### src/sdramPkg.sv
package sdramPkg;

    // ============================================================
    // Widths
    // ============================================================
    localparam int DATA_W     = 16;    // SDRAM data word
    localparam int ADDR_W     = 22;    // Linear word address
    localparam int LEN_W      = 8;     // Burst length field
    localparam int FIFO_DEPTH = 256;   // Entries per client FIFO
    localparam int LEVEL_W    = 9;     // Fill level, 0 to FIFO_DEPTH

    // Address split, bank on top
    localparam int COL_W  = 8;
    localparam int ROW_W  = 12;
    localparam int BANK_W = 2;

    // ============================================================
    // Timing in CLK cycles
    // ============================================================
    localparam int CAS_LATENCY = 3;    // READ command to first word
    localparam int T_RCD       = 3;    // ACTIVE to READ or WRITE

    // Decoded view of a word address
    typedef struct packed {
        logic [BANK_W-1:0] bank;
        logic [ROW_W-1:0]  row;
        logic [COL_W-1:0]  col;
    } sdramAddrFields_s;

    // Same word read raw or as bank, row and column
    typedef union packed {
        logic [ADDR_W-1:0] raw;
        sdramAddrFields_s  f;
    } sdramAddr_u;

    // Command codes as {rasN, casN, weN}
    typedef enum logic [2:0] {
        NOP       = 3'b111,
        ACTIVE    = 3'b011,
        READ      = 3'b101,
        WRITE     = 3'b100,
        PRECHARGE = 3'b010
    } sdramCmd_e;

endpackage

### src/burstEngine.sv
`timescale 1ns/100ps

module burstEngine (
    input  logic                          CLK,
    input  logic                          RESET_N,
    input  logic                          start,
    input  logic                          write,
    input  logic [sdramPkg::ADDR_W-1:0]   addr,
    input  logic [sdramPkg::LEN_W-1:0]    length,
    output logic                          done,
    output logic                          take,
    output logic                          put,
    input  logic [sdramPkg::DATA_W-1:0]   wrWord,
    output logic [sdramPkg::DATA_W-1:0]   rdWord,
    output logic [sdramPkg::ROW_W-1:0]    sa,
    output logic [sdramPkg::BANK_W-1:0]   ba,
    output logic                          rasN,
    output logic                          casN,
    output logic                          weN,
    output logic [sdramPkg::DATA_W/8-1:0] dqm,
    output logic [sdramPkg::DATA_W-1:0]   dqOut,
    output logic                          dqOe,
    input  logic [sdramPkg::DATA_W-1:0]   dqIn
);
    import sdramPkg::*;

    sdramAddr_u       target;       // addr seen raw and split
    sdramCmd_e        cmd;
    logic             busy;
    logic [LEN_W+1:0] step;         // Cycles since start
    logic [LEN_W+1:0] accessStep;   // Step that loads READ or WRITE
    logic [LEN_W+1:0] dataLo;       // Last step before data cycles
    logic [LEN_W+1:0] lastData;     // Last data cycle
    logic             dataNext;     // Next cycle carries data
    logic             sampleNow;    // dqIn valid this cycle

    assign target.raw = addr;
    assign {rasN, casN, weN} = cmd;

    // ============================================================
    // Burst schedule
    // ============================================================
    assign accessStep = (LEN_W+2)'(T_RCD);
    assign dataLo     = write ? accessStep : (LEN_W+2)'(T_RCD + CAS_LATENCY);
    assign lastData   = dataLo + (LEN_W+2)'(length);
    assign dataNext   = busy && (step >= dataLo) && (step < lastData);
    assign sampleNow  = busy && !write && (step > dataLo) && (step <= lastData);
    assign take       = dataNext && write;    // One cycle ahead of the word

    always_ff @(posedge CLK or negedge RESET_N)
    begin
        if (!RESET_N)
        begin
            busy <= 1'b0;
            step <= '0;
            cmd  <= NOP;
            dqm  <= '1;
            dqOe <= 1'b0;
            put  <= 1'b0;
            done <= 1'b0;
        end
        else
        begin
            cmd  <= NOP;                     // Default every cycle
            dqm  <= dataNext ? '0 : '1;      // Masked outside data
            dqOe <= take;
            put  <= sampleNow;               // Follows the sample
            done <= 1'b0;
            if (!busy)
            begin
                if (start)
                begin
                    busy <= 1'b1;
                    step <= (LEN_W+2)'(1);
                    cmd  <= ACTIVE;
                end
            end
            else
            begin
                step <= step + 1'b1;
                if (step == accessStep)
                    cmd <= write ? WRITE : READ;    // Full-page burst
                if (step == lastData)
                    cmd <= PRECHARGE;               // Ends the burst
                if (step == lastData + 1'b1)
                begin
                    busy <= 1'b0;
                    done <= 1'b1;
                end
            end
        end
    end

    // ============================================================
    // Address and data pins
    // ============================================================
    always_ff @(posedge CLK)
    begin
        if (!busy && start)
        begin
            ba <= target.f.bank;
            sa <= target.f.row;
        end
        else if (busy && step == accessStep)
            sa <= {{(ROW_W-COL_W){1'b0}}, target.f.col};
        else if (busy && step == lastData)
            sa <= 12'h400;                  // A10 high, all banks
        if (take)
            dqOut <= wrWord;
        if (sampleNow)
            rdWord <= dqIn;
    end

endmodule

### config.mk
export PLATFORM = sky130hd
export DESIGN_NAME = burstEngine
export DESIGN_NICKNAME = d
export VERILOG_FILES = /design/src/sdramPkg.sv /design/src/burstEngine.sv
export SDC_FILE = /design/constraint.sdc
export NUM_CORES = 1
export LEC_CHECK = 0
export BUFFER_PORTS_ARGS = -buffer_cell sky130_fd_sc_hd__clkbuf_2
export CAP_MARGIN = 0
export CORE_ASPECT_RATIO = 1.5
export CORE_MARGIN = 2
export CORE_UTILIZATION = 35
export DETAILED_ROUTE_END_ITERATION = 7
export MAX_ROUTING_LAYER = met4
export SLEW_MARGIN = 20
export SYNTH_ARGS = -nofsm -noshare
export SYNTH_HDL_FRONTEND = slang
export SYNTH_SLANG_ARGS = --single-unit
### constraint.sdc
create_clock -name CLK -period 11.2 [get_ports CLK]
set_input_delay 1.68 -clock CLK [delete_from_list [all_inputs] [get_ports CLK]]
set_output_delay 1.68 -clock CLK [all_outputs]
set_load 0.005 [all_outputs]
==> key figures <==
Die
  – Die area: about 9500 um^2
  – Row count: 41
  – Die width: between 80 and 90 um
  – Core area: ~8500 um^2
  – Chip Height: approximately 120 um
  – Initial Utilization: a little over a third
  – Num ports: 121

Clock tree
  – TritonCTS clock tree: built
  – PostCTS Resize Cnt: 0
  – CTS Buffer Depth: 2
  – Clock latency on the worst-skew pair: between 0.3 and 0.4 ns
  – Hold-fix buffers, CTS: 0
  – H-tree depth: 3
  – Setup repair bufs after CTS: 0
  – Num Clock Sinks: 64
  – Clock transition at the registers of the reported paths: roughly 0.05 ns
  – CTS Buf Count: 9
  – Root buffer cell: clkbuf_16

Routing
  – DRC viols: 0
  – Final ANT Viol Nets: 0
  – Final wirelength: 7200 um
  – Avg Vias per Cell: between 4 and 5
  – Drt wl/cell: 15.1 um
  – Drt first-iter violations: 69
  – Drt first pass iters: 4
  – Vias: ~2300

Synthesis
  – Post-Synth Simple-Gate Area: between 10% and 20%
  – Top FF cell, synth: edfxtp_1
  – Mux contribution to synthesized area: 0%
  – Post-synthesis instance total: between 200 and 250
  – Synth Register Bits: between 60 and 70
  – Most instantiated library cell after synthesis: edfxtp_1
  – Largest family of logic cells by synthesized area: simple AND/OR/NAND/NOR gates
  – Synth Net Count: roughly 320
  – Register area share after synthesis: 59.9%
  – Post-synth EDFFs: 46
  – Complex-gate fraction of the synthesized area: a little under an eighth
  – Post-Synth Adder-Cell Area: 6.53%
  – Cell taking the most area after synthesis: edfxtp_1
  – XOR/XNOR share of the synthesized area: 5.71%
  – Ranking of synthesized cells by area: edfxtp_1 (45%), dfrtp_1 (11%), ha_1 (6.5%), dfstp_2 (3.4%), a22o_1 (2.3%)
  – Post-synthesis cell type count: 50
  – Cell Area, Synth: around 3000 um^2
  – Syn avg cell area: between 10 and 15 um^2
  – Share of Yosys cell area claimed by the top area cell type: 45.1%
  – Post-synth ARST share: between 20% and 30%
  – Most frequent cells after synthesis: edfxtp_1 (46), ha_1 (16), dfrtp_1 (14), o21ai_0 (14), inv_1 (13)
  – Warnings from Yosys: 0

Placement
  – Placed instance count: 461
  – Dpl hpwl: 5730 um
  – Gpl congestion: about 0.84
  – # port buffers: 120

GRT
  – Global-route wire length before repair: around 11000 um
  – Pin count of the biggest net entering global routing: 19
  – Vias in the first global route: between 2000 and 2500
  – Gr ovfl total: 0
  – Gr usage total: roughly 16%
  – Initial antenna violation count: 0

Timing
  – Final setup TNS: 0 ns
  – Post-route clock skew: between 0.004 and 0.005 ns
  – Hold WS: between 0.5 and 0.6 ns
  – FMAX: between 100 and 150 MHz
  – Slew Viols, Final: 0
  – Final Setup Violations: 0
  – Fin crit period: ~7 ns
  – Final period utilization: a little over three fifths
  – Worst Tran Pin Value: approximately 0.63 ns
  – RSZ-0062 raised after global routing: no
  – Max transition margin: about 57%
  – Final Hold Fails: 0

Worst hold path
  – HP Class: reg -> reg

Status
  – Run status: finished, final reports clean

Layout
  – Layout cells sized above 1: between 30% and 40%
  – Fin nets: ~450
  – Multi-input gate area: approximately 1100 um^2
  – Final Non-Filler Cells: 476
  – Register area: ~1800 um^2
  – Diode count: 0
  – Layout area overhead: 32.2%
  – Fillcell total: approximately 800

Setup path
  – WP data required: between 9 and 10 ns
  – Worst-path fanout max: 18
  – CP startpoint kind: input port
  – CP endpoint kind: output pin
  – Crit Path Class: in -> out
  – Worst Path Arrival: about 5.4 ns

Power
  – Peak VDD IR: between 0.08 and 0.09 mV
  – Leakage: between 1.5 and 2 nW
  – Pwr Density: between 200 and 250 nW/um^2

Job
  – Maxcap violations: 0
## stage by stage
| step | power, mW | utilization [%] | setup WS (ns) | instance area [um^2] |
|---|---|---|---|---|
| 4_1_cts | 0.837 | 47.9 | 4.20 | 4050 |
| 5_1_grt | 0.884 | 47.9 | 3.81 | 4050 |
| 2_1_floorplan | 0.490 | - | 4.64 | 3070 |
| 3_3_place_gp | 0.569 | 44.6 | 4.32 | 3780 |
| 3_5_place_dp | 0.576 | 44.6 | 4.20 | 3780 |
| 6_report | 0.827 | 47.9 | 4.17 | 4050 |
## flip-flops by register name, indices dropped and copies added, names as in the netlist
| register | count |
|---|---|
| step | 10 |
| rdWord | 16 |
| dqOe | 1 |
| done | 1 |
| sa | 12 |
| ba | 2 |
| cmd | 3 |
| dqm | 1 |
| put | 1 |
| dqOut | 16 |
| busy | 1 |
## placed cells by master, fill, tap and decap left out, drive strengths merged, types with 2 or more instances in the layout
master,netlist,layout
clkbuf,7,130
edfxtp,46,46
ha,16,16
o21ai,14,14
dfrtp,14,14
inv,13,13
nand2,12,12
nand3,10,10
nor2,10,10
xor2,9,9
a22o,8,8
xnor2,7,7
nor3,5,5
a21oi,5,5
and3,5,5
nand4,4,4
nand2b,4,4
or3,4,4
and2,4,4
dfstp,4,4
o211ai,4,4
nor4,3,3
nor2b,3,3
clkinv,0,3
buf,4,3
o21a,2,2
or2,2,2
o2111ai,2,2
o31ai,2,2
nor4b,2,2
## worst paths after layout
path | from | endpoint | slack, ns | cells after the start
max in group asynchronous | RESET_N | cmd[1] | 9.55 | 1
worst min-delay path | step[0] | step[0] | 0.55 | 1
worst max register to register | step[3] | dqOut[4] | 8.29 | 9
worst max-delay path | write | take | 4.17 | 16
min in group asynchronous | RESET_N | step[8] | 1.30 | 1
worst min register to register | step[0] | step[0] | 0.55 | 1
## layer usage
layer,global-route usage (%),up-vias,share of wire [%]
met5,-,-,0
met4,6.46,0,1.3
met3,4.12,6,5.8
met2,28.9,78,56
met1,16.6,1106,37
li1,-,1147,-
## cells by family (layout without fill, tap and decap cells)
group	count (synthesis)	count (layout)
fa+ha+maj	16	16
xor+xnor	17	17
compound gates	48	48
flops	64	64
buf+inv	24	151
simple gates	73	73
## report_power, final
part	leakage (nW)	switching, mW	internal [mW]
clock	0.131	0.0881	0.168
combinational	1.02	0.112	0.101
sequential	0.632	0.0500	0.309
## worst max-delay path, stage by stage
cell and delay (ns):
clkbuf_2 0.17, inv_1 0.10, ha_1 0.34, o21a_1 0.15, or2_2 0.32, xnor2_1 0.30, ha_1 0.32, a21oi_1 0.17
nor2b_1 0.06, o21ai_0 0.16, a31oi_1 0.11, a2111oi_0 0.60, o311ai_0 0.29, nor2_1 0.16, buf_4 0.26, clkbuf_2 0.15
## layout make-up
type / instances / share of cell area (%)
Clock inverter: 5 / 1.20
Tap cell: 107 / 3.30
Multi-Input combinational cell: 154 / 28.0
Sequential cell: 64 / 45.3
Clock buffer: 10 / 5.65
Timing Repair Buffer: 123 / 15.4
Inverter: 13 / 1.20
Power figures use the tool's default switching activity.
