--- src/sdramPkg.sv ---
package sdramPkg;

    // ============================================================
    // Widths
    // ============================================================
    localparam int DATA_W     = 16;    // SDRAM data word
    localparam int ADDR_W     = 22;    // Linear word address
    localparam int LEN_W      = 8;     // Burst length field
    localparam int FIFO_DEPTH = 256;   // Entries per client FIFO
    localparam int LEVEL_W    = 9;     // Fill level, 0 to FIFO_DEPTH

    // Address split, bank on top
    localparam int COL_W  = 8;
    localparam int ROW_W  = 12;
    localparam int BANK_W = 2;

    // ============================================================
    // Timing in CLK cycles
    // ============================================================
    localparam int CAS_LATENCY = 3;    // READ command to first word
    localparam int T_RCD       = 3;    // ACTIVE to READ or WRITE

    // Decoded view of a word address
    typedef struct packed {
        logic [BANK_W-1:0] bank;
        logic [ROW_W-1:0]  row;
        logic [COL_W-1:0]  col;
    } sdramAddrFields_s;

    // Same word read raw or as bank, row and column
    typedef union packed {
        logic [ADDR_W-1:0] raw;
        sdramAddrFields_s  f;
    } sdramAddr_u;

    // Command codes as {rasN, casN, weN}
    typedef enum logic [2:0] {
        NOP       = 3'b111,
        ACTIVE    = 3'b011,
        READ      = 3'b101,
        WRITE     = 3'b100,
        PRECHARGE = 3'b010
    } sdramCmd_e;

endpackage

--- src/portBus.sv ---
`timescale 1ns/100ps

// One client port talking to the arbiter
interface portBus;
    import sdramPkg::*;

    logic              req;      // Burst wanted, held until done
    logic [ADDR_W-1:0] addr;     // Burst start, stable under req
    logic [LEN_W-1:0]  length;   // Words in the burst
    logic              done;     // End of this port's burst
    logic              take;     // Pop the write FIFO head
    logic [DATA_W-1:0] wrWord;   // Write FIFO head word
    logic              put;      // Push rdWord into the read FIFO
    logic [DATA_W-1:0] rdWord;   // Word fetched from SDRAM

    // Port side
    modport client (
        output req, addr, length, wrWord,
        input  done, take, put, rdWord
    );

    // Arbiter side
    modport arbiter (
        input  req, addr, length, wrWord,
        output done, take, put, rdWord
    );

endinterface

--- src/readPort.sv ---
`timescale 1ns/100ps

module readPort (
    input  logic                        CLK,
    input  logic                        RESET_N,
    output logic [sdramPkg::DATA_W-1:0] rdData,
    output logic                        rdValid,
    input  logic                        rdStrobe,
    input  logic                        rdLoad,
    input  logic [sdramPkg::ADDR_W-1:0] rdStart,
    input  logic [sdramPkg::ADDR_W-1:0] rdMaxAddr,
    input  logic [sdramPkg::LEN_W-1:0]  rdLength,
    portBus.client                      bus
);
    import sdramPkg::*;

    logic [DATA_W-1:0]  mem [FIFO_DEPTH];
    logic [LEVEL_W-2:0] headPtr;      // Next word to the outside
    logic [LEVEL_W-2:0] tailPtr;      // Next slot for SDRAM data
    logic [LEVEL_W-1:0] level;
    logic               push;
    logic               pop;
    logic [ADDR_W-1:0]  startReg;
    logic [ADDR_W-1:0]  maxReg;
    logic [LEN_W-1:0]   lenReg;
    logic [ADDR_W-1:0]  curAddr;      // Rolling prefetch address
    logic               roomReady;

    assign rdData     = mem[headPtr];
    assign rdValid    = (level != '0);
    assign push       = bus.put;
    assign pop        = rdStrobe && rdValid;   // Strobe on empty ignored
    assign bus.wrWord = '0;                    // No write data from here
    assign bus.addr   = curAddr;
    assign bus.length = lenReg;

    // Space for one more burst
    assign roomReady = (lenReg != '0)
                    && (level < LEVEL_W'(FIFO_DEPTH) - LEVEL_W'(lenReg));

    // ============================================================
    // FIFO
    // ============================================================
    always_ff @(posedge CLK)
    begin
        if (push)
            mem[tailPtr] <= bus.rdWord;
    end

    always_ff @(posedge CLK or negedge RESET_N)
    begin
        if (!RESET_N)
        begin
            headPtr <= '0;
            tailPtr <= '0;
            level   <= '0;
        end
        else if (rdLoad)
        begin
            headPtr <= '0;
            tailPtr <= '0;
            level   <= '0;
        end
        else
        begin
            if (push)
                tailPtr <= tailPtr + 1'b1;
            if (pop)
                headPtr <= headPtr + 1'b1;
            level <= level + LEVEL_W'(push) - LEVEL_W'(pop);
        end
    end

    // ============================================================
    // Address roll and prefetch request
    // ============================================================
    always_ff @(posedge CLK or negedge RESET_N)
    begin
        if (!RESET_N)
        begin
            startReg <= '0;
            maxReg   <= '0;
            lenReg   <= '0;
            curAddr  <= '0;
            bus.req  <= 1'b0;
        end
        else if (rdLoad)
        begin
            startReg <= rdStart;
            maxReg   <= rdMaxAddr;
            lenReg   <= rdLength;
            curAddr  <= rdStart;
            bus.req  <= 1'b0;    // Held low in the load cycle
        end
        else if (bus.done)
        begin
            bus.req <= 1'b0;
            if (curAddr < maxReg - ADDR_W'(lenReg))
                curAddr <= curAddr + ADDR_W'(lenReg);
            else
                curAddr <= startReg;
        end
        else if (roomReady)
            bus.req <= 1'b1;
    end

endmodule

--- src/flat_wrapper.sv ---
// flat-port wrapper written by rule: the top's interface ports become plain ports
module readPort_flat import sdramPkg::*;
  (CLK, RESET_N, rdData, rdValid, rdStrobe, rdLoad, rdStart, rdMaxAddr, rdLength, bus_req, bus_addr, bus_length, bus_wrWord, bus_done, bus_take, bus_put, bus_rdWord);
  portBus bus_i ();
  input  logic CLK;
  input  logic RESET_N;
  output logic [sdramPkg::DATA_W-1:0] rdData;
  output logic rdValid;
  input  logic rdStrobe;
  input  logic rdLoad;
  input  logic [sdramPkg::ADDR_W-1:0] rdStart;
  input  logic [sdramPkg::ADDR_W-1:0] rdMaxAddr;
  input  logic [sdramPkg::LEN_W-1:0] rdLength;
  output wire logic [$bits(bus_i.req)-1:0] bus_req;
  output wire logic [$bits(bus_i.addr)-1:0] bus_addr;
  output wire logic [$bits(bus_i.length)-1:0] bus_length;
  output wire logic [$bits(bus_i.wrWord)-1:0] bus_wrWord;
  input wire logic [$bits(bus_i.done)-1:0] bus_done;
  input wire logic [$bits(bus_i.take)-1:0] bus_take;
  input wire logic [$bits(bus_i.put)-1:0] bus_put;
  input wire logic [$bits(bus_i.rdWord)-1:0] bus_rdWord;
  assign bus_req = bus_i.req;
  assign bus_addr = bus_i.addr;
  assign bus_length = bus_i.length;
  assign bus_wrWord = bus_i.wrWord;
  assign bus_i.done = bus_done;
  assign bus_i.take = bus_take;
  assign bus_i.put = bus_put;
  assign bus_i.rdWord = bus_rdWord;
  readPort u_core (.CLK(CLK), .RESET_N(RESET_N), .rdData(rdData), .rdValid(rdValid), .rdStrobe(rdStrobe), .rdLoad(rdLoad), .rdStart(rdStart), .rdMaxAddr(rdMaxAddr), .rdLength(rdLength), .bus(bus_i));
endmodule
--- config.mk ---
export PLATFORM = sky130hd
export DESIGN_NAME = readPort_flat
export DESIGN_NICKNAME = d
export VERILOG_FILES = /design/src/sdramPkg.sv /design/src/portBus.sv /design/src/readPort.sv /design/src/flat_wrapper.sv
export SDC_FILE = /design/constraint.sdc
export NUM_CORES = 2
export LEC_CHECK = 0
export BUFFER_PORTS_ARGS = -buffer_cell sky130_fd_sc_hd__buf_2
export CAP_MARGIN = 20
export CORE_ASPECT_RATIO = 1.5
export CORE_MARGIN = 2
export CORE_UTILIZATION = 33
export DETAILED_ROUTE_END_ITERATION = 6
export HOLD_SLACK_MARGIN = 0.02
export PLACE_DENSITY = 0.43
export SYNTH_ARGS = -nofsm -noshare
export SYNTH_HDL_FRONTEND = slang
export SYNTH_SLANG_ARGS = --single-unit
--- constraint.sdc ---
create_clock -name CLK -period 5.4 [get_ports CLK]
set_input_delay 0.27 -clock CLK [delete_from_list [all_inputs] [get_ports CLK]]
set_output_delay 0.27 -clock CLK [all_outputs]
set_load 0.03 [all_outputs]
==> results by group <==
Run status
  – Status: completed

Synthesis
  – Post-synthesis sequential area ratio: between 70 and 80%
  – Synth cell types: 79
  – Synth async-reset ratio: 2.38%
  – Post-synth top flop: edfxtp_1
  – EDFF count, synth: 4096
  – Post-Syn Area per Cell: between 20 and 25 sq um
  – Cells after Synth: ~7800
  – Synth Register Bits: ~4200
  – Post-synthesis cell area: around 160000 sq um
  – Yosys warns: 0

Drt
  – 1st-iter DRT viols: approximately 8600
  – DRT antenna net count: 0
  – DR WL/cell: approximately 35 microns
  – Final routed DRC violation total: 0
  – Drt total wl: about 540000 microns
  – Vias/cell: 5.38
  – Vias: between 80000 and 90000
  – DRT Pass-1 Iters: 6

Min path
  – Hold path depth: 4
  – Min-Delay Endpoint: u_core.headPtr[0]
  – Hold Path Class: input port to flop
  – Hold_sp: rdStrobe

Run
  – Max-cap violation count: 0

Setup path
  – Crit start category: flop
  – R2R depth: 19
  – Arrival @ worst endpoint: approximately 5100 ps
  – Worst r2r dst: u_core.bus.addr[10]
  – Crit Reg-Reg Startpoint: u_core.bus.length[1]
  – WP data required: around 5100 ps
  – R2R setup slack: ~260 ps
  – Crit. End Element: output pin
  – Crit path kind: flop to output pin
  – CP Max Fanout: 22

Die
  – Die height: just under 900 microns
  – Row cnt: ~320
  – Initial Util: about a third
  – Io pins: between 100 and 150
  – Die area: just over 500000 sq um
  – Die X: slightly below 600 microns
  – Core ar.: around 500000 sq um

Finish
  – Area grow syn2layout: 17.2%
  – Leading cell types in the layout, fill and taps excluded: 4096 x edfxtp_1, 960 x mux4_2, 590 x buf_4, 420 x clkbuf_16, 417 x mux2i_1
  – Filler cell count: around 45000
  – Most common cell after layout, fill and taps aside: edfxtp_1
  – Final cell count without fillers: around 16000
  – Final core utilization: ~39%
  – Final nets: 8814
  – Share of cells above drive strength 1: a little under a third

Place
  – IO buf count: between 100 and 150
  – Detailed Place HPWL: about 340000 microns
  – Routability congestion estimate: roughly 0.83
  – Post-Place Cells: between 10000 and 15000

Clocking
  – Clock buffer depth: 4
  – Clk slew on worst S/H paths: 70 ps
  – Sink Count: 4196
  – Clk root buf: clkbuf_16
  – Worst skew pair latency: 990 ps
  – Total CTS buffers: 408
  – CTS tree: yes
  – H-Tree Depth: 5

GRT
  – Initial antenna violation count: 33
  – Pin count of the biggest net entering global routing: roughly 180
  – First-pass GRT wire length: 742000 microns
  – GRT overflow: 0
  – Overall Global Routing Usage: a little over a fifth
  – Vias in the first global route: 87116

Timing
  – Max-slew headroom: ~6%
  – Worst Tran Pin Value: 1410 ps
  – Skew final: 30.4 ps
  – Maximum clock rate: around 190 MHz
  – RSZ-0062 raised after global routing: true
  – Tcrit/Tclk final: 99.8%
  – Slew Limit Fails: 0
  – Tmin final: 5390 ps
  – Final Hold Vio Count: 0
  – Final setup fails: 0

Power
  – P_leak: about 60 nW
  – Maximum vdd drop: between 0.2 and 0.25 mV
  – Cell Pwr Density: slightly below 400 nW/um^2
repair_timing:
| action | 4_1_cts | 5_1_grt |
|---|---|---|
| endpoints found under the setup margin | 16 | 4 |
| endpoints found under the hold margin | 1378 | 0 |
| hold buffers | 100 | 0 |
| setup buffers | 16 | 0 |
| pin swaps | 1 | 0 |
| gates resized for setup | 9 | 5 |
critical path, cell delays in order (launching register included):
cell and delay, ps:
dfrtp_4 760, and2_4 470, nand2_2 240, buf_12 220, o22ai_1 240, a2111oi_1 120, buf_4 190, nor3_1 660
o22ai_1 170, buf_4 220, a21oi_1 480, buf_2 310
cells by family after synthesis:
logic type                 synth area share [%]
AOI/OAI and AO/OA                          2.93
DFF                                        76.3
muxes                                      16.2
other                                   0.00228
adders and majority gates                 0.516
xor gates and xnor gates                  0.320
and+or+nand+nor                            2.03
buffers and inverters                      1.69
how the worst max path moves through the flow:
stage                                     from                   to  cells after the start
after global routing      u_core.bus.length[2]  u_core.bus.addr[10]                     19
after CTS                    u_core.headPtr[0]           rdData[11]                     12
after global placement    u_core.bus.length[1]   u_core.bus.addr[9]                     21
after detailed placement  u_core.bus.length[1]   u_core.bus.addr[9]                     19
after floorplan           u_core.bus.length[1]  u_core.bus.addr[12]                     19
final                        u_core.headPtr[3]            rdData[9]                     11
power by group:
part / switching [mW] / leakage, nW / internal, mW / total (mW)
combinational: 6.41 / 15.7 / 5.04 / 11.5
sequential: 0.147 / 38.0 / 35.8 / 36.0
clock: 12.5 / 6.40 / 16.4 / 28.8
metal layers:
layer | part of all wire, % | wire (microns) | vias to the layer above | GRT usage [%]
met2 | 52 | 283000 | 2615 | 38.1
met4 | 3.9 | 21200 | 10 | 7.64
li1 | - | - | 34235 | -
met1 | 39 | 215000 | 46181 | 26.4
met5 | 0.015 | 83 | - | 0
met3 | 4.6 | 25100 | 685 | 2.42
stage by stage:
step | setup slack [ps] | total power, mW | instance area (sq um) | hold WS (ps) | setup TNS (ps)
5_1_grt | -51.7 | 78.7 | 193000 | 78.4 | -51.7
2_1_floorplan | 957 | 43.7 | 165000 | -25.6 | 0
4_1_cts | 14.9 | 77.2 | 193000 | 22.0 | 0
6_report | 9.09 | 76.3 | 193000 | 66.4 | 0
3_5_place_dp | 469 | 48.3 | 178000 | 443 | 0
3_3_place_gp | 361 | 48.2 | 178000 | 440 | 0
final cells by class:
cell class	count	area (sq um)	area share, %
inverters	55	223	0.116
flip-flops and latches	4196	126000	65.1
clock buffers	507	10900	5.66
well taps	6539	8180	4.25
repair buffers	928	8540	4.43
clock inverters	228	2200	1.14
diodes	23	57.6	0.0299
multi-input cells	3084	37100	19.2
Yosys cell counts (63+ instances only):
| library cell | count | area, sq um |
|---|---|---|
| o22ai_1 | 65 | 407 |
| mux2i_1 | 419 | 4190 |
| a21oi_1 | 174 | 871 |
| buf_2 | 98 | 490 |
| buf_4 | 64 | 480 |
| mux2_2 | 74 | 833 |
| a22oi_1 | 65 | 488 |
| a221oi_1 | 71 | 622 |
| nand3_1 | 64 | 320 |
| mux4_2 | 960 | 21600 |
| nand2_1 | 178 | 668 |
| ha_1 | 63 | 788 |
| edfxtp_1 | 4096 | 123000 |
| clkbuf_1 | 191 | 717 |
| o21ai_0 | 106 | 531 |
| dfrtp_1 | 100 | 2500 |
| nor2_1 | 360 | 1350 |
registers in the layout, indices dropped and copies added (netlist names):
signal             count
u_core.bus.addr       22
u_core.bus.length      8
u_core.bus.req         1
u_core.headPtr         8
u_core.level           9
u_core.maxReg         22
u_core.mem          4096
u_core.startReg       22
u_core.tailPtr         8
No activity file was read; power rests on OpenSTA's default activity.
