`config.mk`:
```
export PLATFORM = sky130hd
export DESIGN_NAME = portArbiter_flat
export DESIGN_NICKNAME = d
export VERILOG_FILES = /design/src/sdramPkg.sv /design/src/portBus.sv /design/src/portArbiter.sv /design/src/flat_wrapper.sv
export SDC_FILE = /design/constraint.sdc
export NUM_CORES = 1
export LEC_CHECK = 0
export CAP_MARGIN = 20
export CELL_PAD_IN_SITES_DETAIL_PLACEMENT = 1
export CELL_PAD_IN_SITES_GLOBAL_PLACEMENT = 2
export CORE_UTILIZATION = 30
export DETAILED_ROUTE_END_ITERATION = 8
export DONT_BUFFER_PORTS = 1
export GPL_ROUTABILITY_DRIVEN = 1
export PLACE_DENSITY_LB_ADDON = 0.08
export SLEW_MARGIN = 20
export SYNTH_ARGS = -nofsm -noshare
export SYNTH_HDL_FRONTEND = slang
export SYNTH_SLANG_ARGS = --single-unit
```
`constraint.sdc`:
```
create_clock -name CLK -period 2.2 [get_ports CLK]
set_input_delay 0.44 -clock CLK [delete_from_list [all_inputs] [get_ports CLK]]
set_output_delay 0.44 -clock CLK [all_outputs]
set_load 0.03 [all_outputs]
```
`src/sdramPkg.sv`:
```
package sdramPkg;

    // ============================================================
    // Widths
    // ============================================================
    localparam int DATA_W     = 16;    // SDRAM data word
    localparam int ADDR_W     = 22;    // Linear word address
    localparam int LEN_W      = 8;     // Burst length field
    localparam int FIFO_DEPTH = 256;   // Entries per client FIFO
    localparam int LEVEL_W    = 9;     // Fill level, 0 to FIFO_DEPTH

    // Address split, bank on top
    localparam int COL_W  = 8;
    localparam int ROW_W  = 12;
    localparam int BANK_W = 2;

    // ============================================================
    // Timing in CLK cycles
    // ============================================================
    localparam int CAS_LATENCY = 3;    // READ command to first word
    localparam int T_RCD       = 3;    // ACTIVE to READ or WRITE

    // Decoded view of a word address
    typedef struct packed {
        logic [BANK_W-1:0] bank;
        logic [ROW_W-1:0]  row;
        logic [COL_W-1:0]  col;
    } sdramAddrFields_s;

    // Same word read raw or as bank, row and column
    typedef union packed {
        logic [ADDR_W-1:0] raw;
        sdramAddrFields_s  f;
    } sdramAddr_u;

    // Command codes as {rasN, casN, weN}
    typedef enum logic [2:0] {
        NOP       = 3'b111,
        ACTIVE    = 3'b011,
        READ      = 3'b101,
        WRITE     = 3'b100,
        PRECHARGE = 3'b010
    } sdramCmd_e;

endpackage

```
`src/portBus.sv`:
```
`timescale 1ns/100ps

// One client port talking to the arbiter
interface portBus;
    import sdramPkg::*;

    logic              req;      // Burst wanted, held until done
    logic [ADDR_W-1:0] addr;     // Burst start, stable under req
    logic [LEN_W-1:0]  length;   // Words in the burst
    logic              done;     // End of this port's burst
    logic              take;     // Pop the write FIFO head
    logic [DATA_W-1:0] wrWord;   // Write FIFO head word
    logic              put;      // Push rdWord into the read FIFO
    logic [DATA_W-1:0] rdWord;   // Word fetched from SDRAM

    // Port side
    modport client (
        output req, addr, length, wrWord,
        input  done, take, put, rdWord
    );

    // Arbiter side
    modport arbiter (
        input  req, addr, length, wrWord,
        output done, take, put, rdWord
    );

endinterface

```
`src/portArbiter.sv`:
```
`timescale 1ns/100ps

module portArbiter (
    input  logic                        CLK,
    input  logic                        RESET_N,
    portBus.arbiter                     wrBus,
    portBus.arbiter                     rdBus,
    output logic                        start,
    output logic                        write,
    output logic [sdramPkg::ADDR_W-1:0] addr,
    output logic [sdramPkg::LEN_W-1:0]  length,
    input  logic                        done,
    input  logic                        take,
    input  logic                        put,
    output logic [sdramPkg::DATA_W-1:0] wrWord,
    input  logic [sdramPkg::DATA_W-1:0] rdWord
);

    logic busy;       // Engine owned by a port
    logic grantWr;    // Write port holds the grant

    assign write = grantWr;

    // Strobes go to the owner only
    assign wrBus.take   = take & grantWr;
    assign rdBus.take   = take & ~grantWr;
    assign wrBus.done   = done & grantWr;
    assign rdBus.done   = done & ~grantWr;
    assign rdBus.put    = put & ~grantWr;
    assign rdBus.rdWord = rdWord;
    assign wrBus.put    = 1'b0;    // Write side never receives data
    assign wrBus.rdWord = '0;
    assign wrWord       = wrBus.wrWord;

    // Writes first, then reads
    always_ff @(posedge CLK or negedge RESET_N)
    begin
        if (!RESET_N)
        begin
            busy    <= 1'b0;
            start   <= 1'b0;
            grantWr <= 1'b0;
        end
        else
        begin
            start <= 1'b0;    // Single-cycle pulse
            if (!busy)
            begin
                if (wrBus.req || rdBus.req)
                begin
                    busy    <= 1'b1;
                    start   <= 1'b1;
                    grantWr <= wrBus.req;
                end
            end
            else if (done)
                busy <= 1'b0;
        end
    end

    // Latched burst parameters
    always_ff @(posedge CLK)
    begin
        if (!busy && wrBus.req)
        begin
            addr   <= wrBus.addr;
            length <= wrBus.length;
        end
        else if (!busy && rdBus.req)
        begin
            addr   <= rdBus.addr;
            length <= rdBus.length;
        end
    end

endmodule

```
`src/flat_wrapper.sv`:
```
// flat-port wrapper written by rule: the top's interface ports become plain ports
module portArbiter_flat 
  (CLK, RESET_N, start, write, addr, length, done, take, put, wrWord, rdWord, wrBus_req, wrBus_addr, wrBus_length, wrBus_wrWord, wrBus_done, wrBus_take, wrBus_put, wrBus_rdWord, rdBus_req, rdBus_addr, rdBus_length, rdBus_wrWord, rdBus_done, rdBus_take, rdBus_put, rdBus_rdWord);
  portBus wrBus_i ();
  portBus rdBus_i ();
  input  logic CLK;
  input  logic RESET_N;
  output logic start;
  output logic write;
  output logic [sdramPkg::ADDR_W-1:0] addr;
  output logic [sdramPkg::LEN_W-1:0] length;
  input  logic done;
  input  logic take;
  input  logic put;
  output logic [sdramPkg::DATA_W-1:0] wrWord;
  input  logic [sdramPkg::DATA_W-1:0] rdWord;
  input wire logic [$bits(wrBus_i.req)-1:0] wrBus_req;
  input wire logic [$bits(wrBus_i.addr)-1:0] wrBus_addr;
  input wire logic [$bits(wrBus_i.length)-1:0] wrBus_length;
  input wire logic [$bits(wrBus_i.wrWord)-1:0] wrBus_wrWord;
  output wire logic [$bits(wrBus_i.done)-1:0] wrBus_done;
  output wire logic [$bits(wrBus_i.take)-1:0] wrBus_take;
  output wire logic [$bits(wrBus_i.put)-1:0] wrBus_put;
  output wire logic [$bits(wrBus_i.rdWord)-1:0] wrBus_rdWord;
  input wire logic [$bits(rdBus_i.req)-1:0] rdBus_req;
  input wire logic [$bits(rdBus_i.addr)-1:0] rdBus_addr;
  input wire logic [$bits(rdBus_i.length)-1:0] rdBus_length;
  input wire logic [$bits(rdBus_i.wrWord)-1:0] rdBus_wrWord;
  output wire logic [$bits(rdBus_i.done)-1:0] rdBus_done;
  output wire logic [$bits(rdBus_i.take)-1:0] rdBus_take;
  output wire logic [$bits(rdBus_i.put)-1:0] rdBus_put;
  output wire logic [$bits(rdBus_i.rdWord)-1:0] rdBus_rdWord;
  assign wrBus_i.req = wrBus_req;
  assign wrBus_i.addr = wrBus_addr;
  assign wrBus_i.length = wrBus_length;
  assign wrBus_i.wrWord = wrBus_wrWord;
  assign wrBus_done = wrBus_i.done;
  assign wrBus_take = wrBus_i.take;
  assign wrBus_put = wrBus_i.put;
  assign wrBus_rdWord = wrBus_i.rdWord;
  assign rdBus_i.req = rdBus_req;
  assign rdBus_i.addr = rdBus_addr;
  assign rdBus_i.length = rdBus_length;
  assign rdBus_i.wrWord = rdBus_wrWord;
  assign rdBus_done = rdBus_i.done;
  assign rdBus_take = rdBus_i.take;
  assign rdBus_put = rdBus_i.put;
  assign rdBus_rdWord = rdBus_i.rdWord;
  portArbiter u_core (.CLK(CLK), .RESET_N(RESET_N), .wrBus(wrBus_i), .rdBus(rdBus_i), .start(start), .write(write), .addr(addr), .length(length), .done(done), .take(take), .put(put), .wrWord(wrWord), .rdWord(rdWord));
endmodule
```
==> summary.md, run 1 <==
| Metric | Value |
|---|---|
| Status | finished clean |
| Vias in the first global route | 818 |
| Largest net degree at the start of global routing | 31 |
| Worst path slowest cell | dfrtp_1 |
| Critical Path End Type | output port |
| Layout cell share with drive strength beyond 1 | 0.385 |
| Tcrit/Tclk final | 0.821 |
| Num rows | 28 |
| XOR/XNOR Fraction of Synth Area | 0 |
| Post-route antenna net violation count | 0 |
| #FFs+latches synth | 33 |
| Switching part of the total | 0.308 |
| Post-cts resize count | 0 |
| Slew Viols, Final | 0 |
| Worst-Skew Late Latency | 0.28 ns |
| Commonest non-fill, non-tap cell in the layout | edfxtp_1 |
| Combinational family with the most area after synthesis | multiplexers |
| Internal power | 0.00107 W |
| Syn Area/Cell | 14.9 um^2 |
| RSZ-0062 raised after global routing | false |
| Post-layout minimum cycle time | around 1.8 ns |
| Register area share after synthesis | 0.505 |
| Worst min path class | input pin to register |
| NetSw | 0.000478 W |
| Met1 Routed Length | between 1 and 1.5 mm |
| Routed met2 length | 1.54 mm |
| WL/cell | about 19 um |
| Post-synth cell types | 17 |
| Clk_skew | 0.00313 ns |
| Die area | between 6000 and 7000 um^2 |
| Number of warnings issued by yosys | 0 |
| Final setup TNS | 0 ns |
| DRT Wirelength | 3.35 mm |
| First-pass GRT wire length | between 4 and 5 mm |
| # setup viols final | 0 |
| Power per Cell Area | 871 nW/um^2 |
| Max Cap Viol | 0 |
| Startpoint Class | register |
| Total CTS buffers | 5 |
| Synth Area in Adders | 0 |
| Fmax | between 500 and 600 MHz |
| Gr ovfl total | 0 |
| Max_slew headroom | 0.414 |
| Deepest clock path buffer count | 2 |
| Sink Count | 33 |
| Total number of vias | 829 |
| Hold-fix buffers at CTS | 1 |
| Root Buffer | clkbuf_8 |
| Number of I/O port buffers | 0 |
| DRC | 0 |
| IO Count | around 200 |
| Iter 0 DRT Violations | 18 |
| Area Overhead vs Synth | -7.71% |
| Setup WS pre-CTS | roughly 0.54 ns |
| Clock transition at path regs | 0.07 ns |
| Clock share of power | 0.283 |
| Overall global routing resource usage | 0.0899 |
| Core footprint | 6060 um^2 |
| Final hold violations | 0 |
| Multiplexer area fraction after synthesis | 0.231 |
| Bufs and invs on worst path | 0 |
| Setup WS post-layout | 0.393 ns |
| Worst VDD drop | about 0.29 mV |
| # diodes | 0 |
| Crit path cell chain | nor2b_1 |
| Crit path max fanout | 7 |
| Leakage | roughly 0.74 nW |
| Synth Instances | 130 |
| Post-CTS Setup Inserts | 0 |
| Die H | 82.2 um |
| Delay-heaviest family, CP | flip-flops |
| Critical path data arrival time | 1.37 ns |
| Setup CP Type | register to output port |
| Initial core utilization | 0.319 |
| Placer Congestion | 0.618 |
| Met3 routed WL | 684 um |
| Comb power frac | 0.146 |
| Synth Cell Area | roughly 1900 um^2 |
| Initial antenna violation count | 0 |
| Uppermost layer routed | met4 |
| Post-DP HPWL | 2.38 mm |
| Flop pwr share | 0.572 |
| Nets | 218 |
| Synth Area in Simple Gates | 0.0356 |
| Required @ worst endpoint | between 1.5 and 2 ns |
| Compound-Gate Fraction of Synth Area | 0.00518 |
| Total iterations of the first detailed-routing run | 2 |
| Worst Max-Slew Pin Slew | 0.876 ns |
| Die Wd | around 82 um |
| Max incr delay on CP | around 0.54 ns |
| Most frequent cells in the layout | edfxtp_1 (30), mux2_4 (29), conb_1 (17) |
| CTS tree | yes |
| H-tree levels | 2 |
| Vias per cell | about 4.6 |
-- stage by stage --
| step | hold slack [ns] | instance area (um^2) | util | power, W | std cells |
|---|---|---|---|---|---|
| floorplan | 0.144 | 1990 | - | 0.00124 | 146 |
| global placement | 0.145 | 1690 | 0.279 | 0.00113 | 170 |
| detailed placement | 0.144 | 1690 | 0.279 | 0.00113 | 170 |
| CTS | 0.233 | 1780 | 0.294 | 0.00159 | 179 |
| global route | 0.223 | 1780 | 0.294 | 0.00163 | 179 |
| finish | 0.248 | 1780 | 0.294 | 0.00155 | 179 |
-- layout make-up --
type / count / area, um^2
sequential: 33 / 976
tap: 75 / 93.8
multi-input combinational: 60 / 597
timing repair buffer: 2 / 30.0
fill: 643 / 4280
inverter: 1 / 3.75
clock buffer: 6 / 72.6
clock inverter: 2 / 10.0
-- flip-flops by register name, summed over array words and instances (netlist names) --
register and flops:
u_core.addr 22, u_core.length 8, u_core.busy 1, u_core.start 1, u_core.write 1
-- synth_stat cells --
cell type | number | area [um^2]
mux2_2 | 1 | 11.3
dfrtp_1 | 3 | 75.1
edfxtp_1 | 30 | 901
a21oi_1 | 1 | 5.00
mux2_4 | 29 | 435
nand2b_4 | 1 | 13.8
buf_12 | 2 | 40.0
inv_1 | 1 | 3.75
buf_8 | 1 | 15.0
nor3_1 | 1 | 5.00
o21ai_0 | 1 | 5.00
nor2_1 | 3 | 11.3
conb_1 | 1 | 3.75
and2_1 | 2 | 12.5
and2b_1 | 1 | 7.51
nor2b_1 | 3 | 18.8
buf_4 | 49 | 368
-- power groups by stage --
stage                     clock, W  combinational, W  sequential [W]
after floorplan                  0          0.000344        0.000892
after global placement           0          0.000225        0.000904
after detailed placement         0          0.000228        0.000902
after CTS                 0.000466          0.000231        0.000890
after global routing      0.000488          0.000243        0.000897
final                     0.000439          0.000226        0.000888
-- path summary, 6_finish.rpt --
path,slack (ns),cells past startpoint,start,to
min in group asynchronous,0.41,1,RESET_N,u_core.busy$_DFF_PN0_
max reg2reg,0.57,3,u_core.busy$_DFF_PN0_,u_core.addr[4]$_DFFE_PP_
max,0.39,1,u_core.write$_DFFE_PN0P_,rdBus_put
max in group asynchronous,1.64,1,RESET_N,u_core.write$_DFFE_PN0P_
min reg2reg,0.59,1,u_core.busy$_DFF_PN0_,u_core.start$_DFF_PN0_
min,0.25,1,done,u_core.busy$_DFF_PN0_
-- kinds of logic after synthesis --
group	count (synthesis)
flip-flops	33
AO/OA/AOI/OAI	2
buffers and inverters	53
AND/OR/NAND/NOR	11
multiplexers	30
other	1
-- per-layer routing --
layer,global-route usage,vias to the layer above
li1,-,329
met3,0.0747,21
met1,0.0726,365
met5,0,-
met4,0.0649,0
met2,0.143,114
(Power assumes the default switching activity.)
==> run 2: changes to the inputs <==
- CORE_UTILIZATION: 30 -> 33
- clock period: 2.2 -> 1.85 ns (I/O delays scaled with it)
==> summary.md, run 2 (synthesized netlist as in run 1, its figures left out) <==
| Metric | Value |
|---|---|
| Status | finished clean |
| Critical path data arrival time | 1.26 ns |
| Finished layout cell area | 1820 um^2 |
| Overall global routing resource usage | 0.0991 |
| Die area | 6160 um^2 |
| Post-cts resize count | 0 |
| Root Buffer | clkbuf_8 |
| Sink Count | 33 |
| RSZ-0062 raised after global routing | false |
| Tcrit/Tclk final | 0.884 |
| Most flop-heavy register | u_core.addr |
| Required @ worst endpoint | 1.48 ns |
| Clk_skew | between 0.004 and 0.005 ns |
| Die H | just under 80 um |
| Commonest non-fill, non-tap cell in the layout | edfxtp_1 |
| Critical Path End Type | output port |
| Worst VDD drop | 0.336 mV |
| Worst-Skew Late Latency | between 0.2 and 0.3 ns |
| Total iterations of the first detailed-routing run | 2 |
| Power per Cell Area | 1010 nW/um^2 |
| Initial core utilization | 0.347 |
| Final core occ | 0.326 |
| Total number of vias | 831 |
| Crit path cell chain | and2_1 |
| Deepest clock path buffer count | 2 |
| Initial antenna violation count | 0 |
| Largest net degree at the start of global routing | 19 |
| Num rows | 27 |
| Nets | 224 |
| Final cell count without fillers | 181 |
| # setup viols final | 0 |
| H-tree levels | 2 |
| Bufs and invs on worst path | 0 |
| Fmax | roughly 610 MHz |
| CTS tree | yes |
| Worst path slowest cell | dfrtp_1 |
| Setup CP Type | register to output port |
| Placer Congestion | between 0.6 and 0.7 |
| Max Cap Viol | 0 |
| Post-DP HPWL | 2.38 mm |
| Largest regs | u_core.addr (22), u_core.length (8) |
| First-pass GRT wire length | around 4.5 mm |
| Vias in the first global route | between 800 and 900 |
| Post-layout minimum cycle time | 1.63 ns |
| IO Count | 201 |
| Delay-heaviest family, CP | flip-flops |
| DP Area | 1730 um^2 |
| Post-placement cell count | 173 |
| Clock transition at path regs | 0.06 ns |
| Vias per cell | 4.59 |
| Most frequent cells in the layout | edfxtp_1 (30), mux2_4 (29), conb_1 (17) |
| Number of I/O port buffers | 0 |
| Worst min path class | input pin to register |
| # diodes | 0 |
| Max incr delay on CP | roughly 0.6 ns |
| Leakage | 0.767 nW |
| DRT Wirelength | 3.14 mm |
| Layout cell share with drive strength beyond 1 | 0.404 |
| Iter 0 DRT Violations | 17 |
| Core footprint | 5570 um^2 |
| DRC | 0 |
| Total CTS buffers | 5 |
| Slew Viols, Final | 0 |
| Final hold violations | 0 |
| Gr ovfl total | 0 |
| Area Overhead vs Synth | -5.89% |
| WL/cell | 17.4 um |
| Crit path max fanout | 7 |
| Startpoint Class | register |
| Final setup TNS | 0 ns |
| Post-route antenna net violation count | 0 |
| Max FFs per register | 22 |
| Die Wd | 78.5 um |
==> run 2: cell count changes in the layout (fill, tap and decap cells not counted), sizes merged <==
cell | before | now
buf | 1 | 7
clkinv | 2 | 1
==> run 2: path summary, 6_finish.rpt <==
kind	from	end	slack [ns]	depth (start not counted)
max	u_core.write$_DFFE_PN0P_	wrBus_done	0.22	1
min	done	u_core.busy$_DFF_PN0_	0.18	1
max reg2reg	u_core.busy$_DFF_PN0_	u_core.addr[0]$_DFFE_PP_	0.27	3
min reg2reg	u_core.busy$_DFF_PN0_	u_core.busy$_DFF_PN0_	0.60	1
max in group asynchronous	RESET_N	u_core.write$_DFFE_PN0P_	1.37	1
min in group asynchronous	RESET_N	u_core.busy$_DFF_PN0_	0.34	1
==> run 2: where the power goes <==
group	switching [W]	internal, W	total [W]
combinational	0.000156	0.000131	0.000288
clock	0.000233	0.000253	0.000486
sequential	0.000151	0.000903	0.00105
total	0.000540	0.00129	0.00183
==> run 2: area by class of cell <==
cell class / count / area, um^2
clock inverter: 1 / 3.75
inverter: 1 / 3.75
sequential: 33 / 976
timing repair buffer: 8 / 75.1
multi-input combinational: 60 / 597
clock buffer: 6 / 72.6
tap: 72 / 90.1
fill: 605 / 3760
==> run 2: what timing repair did <==
action | CTS | global route
setup endpoints to repair | 0 | 0
hold buffers | 1 | 0
hold endpoints to repair | 3 | 0
setup buffers | 0 | 0
==> run 2: routing by layer <==
metal  global-route usage  vias to the layer above  wire [um]
li1                     -                      339          -
met3               0.0826                       24        545
met5                    0                        -          0
met4               0.0556                        0        109
met2                0.143                      105       1400
met1               0.0973                      363       1090
==> run 2: through the flow <==
stage / setup WS [ns] / power [W] / hold slack, ns
2_1_floorplan: 0.216 / 0.00147 / 0.0744
6_report: 0.215 / 0.00183 / 0.178
3_3_place_gp: 0.267 / 0.00136 / 0.0745
3_5_place_dp: 0.274 / 0.00136 / 0.0745
5_1_grt: 0.158 / 0.00191 / 0.161
4_1_cts: 0.204 / 0.00186 / 0.165
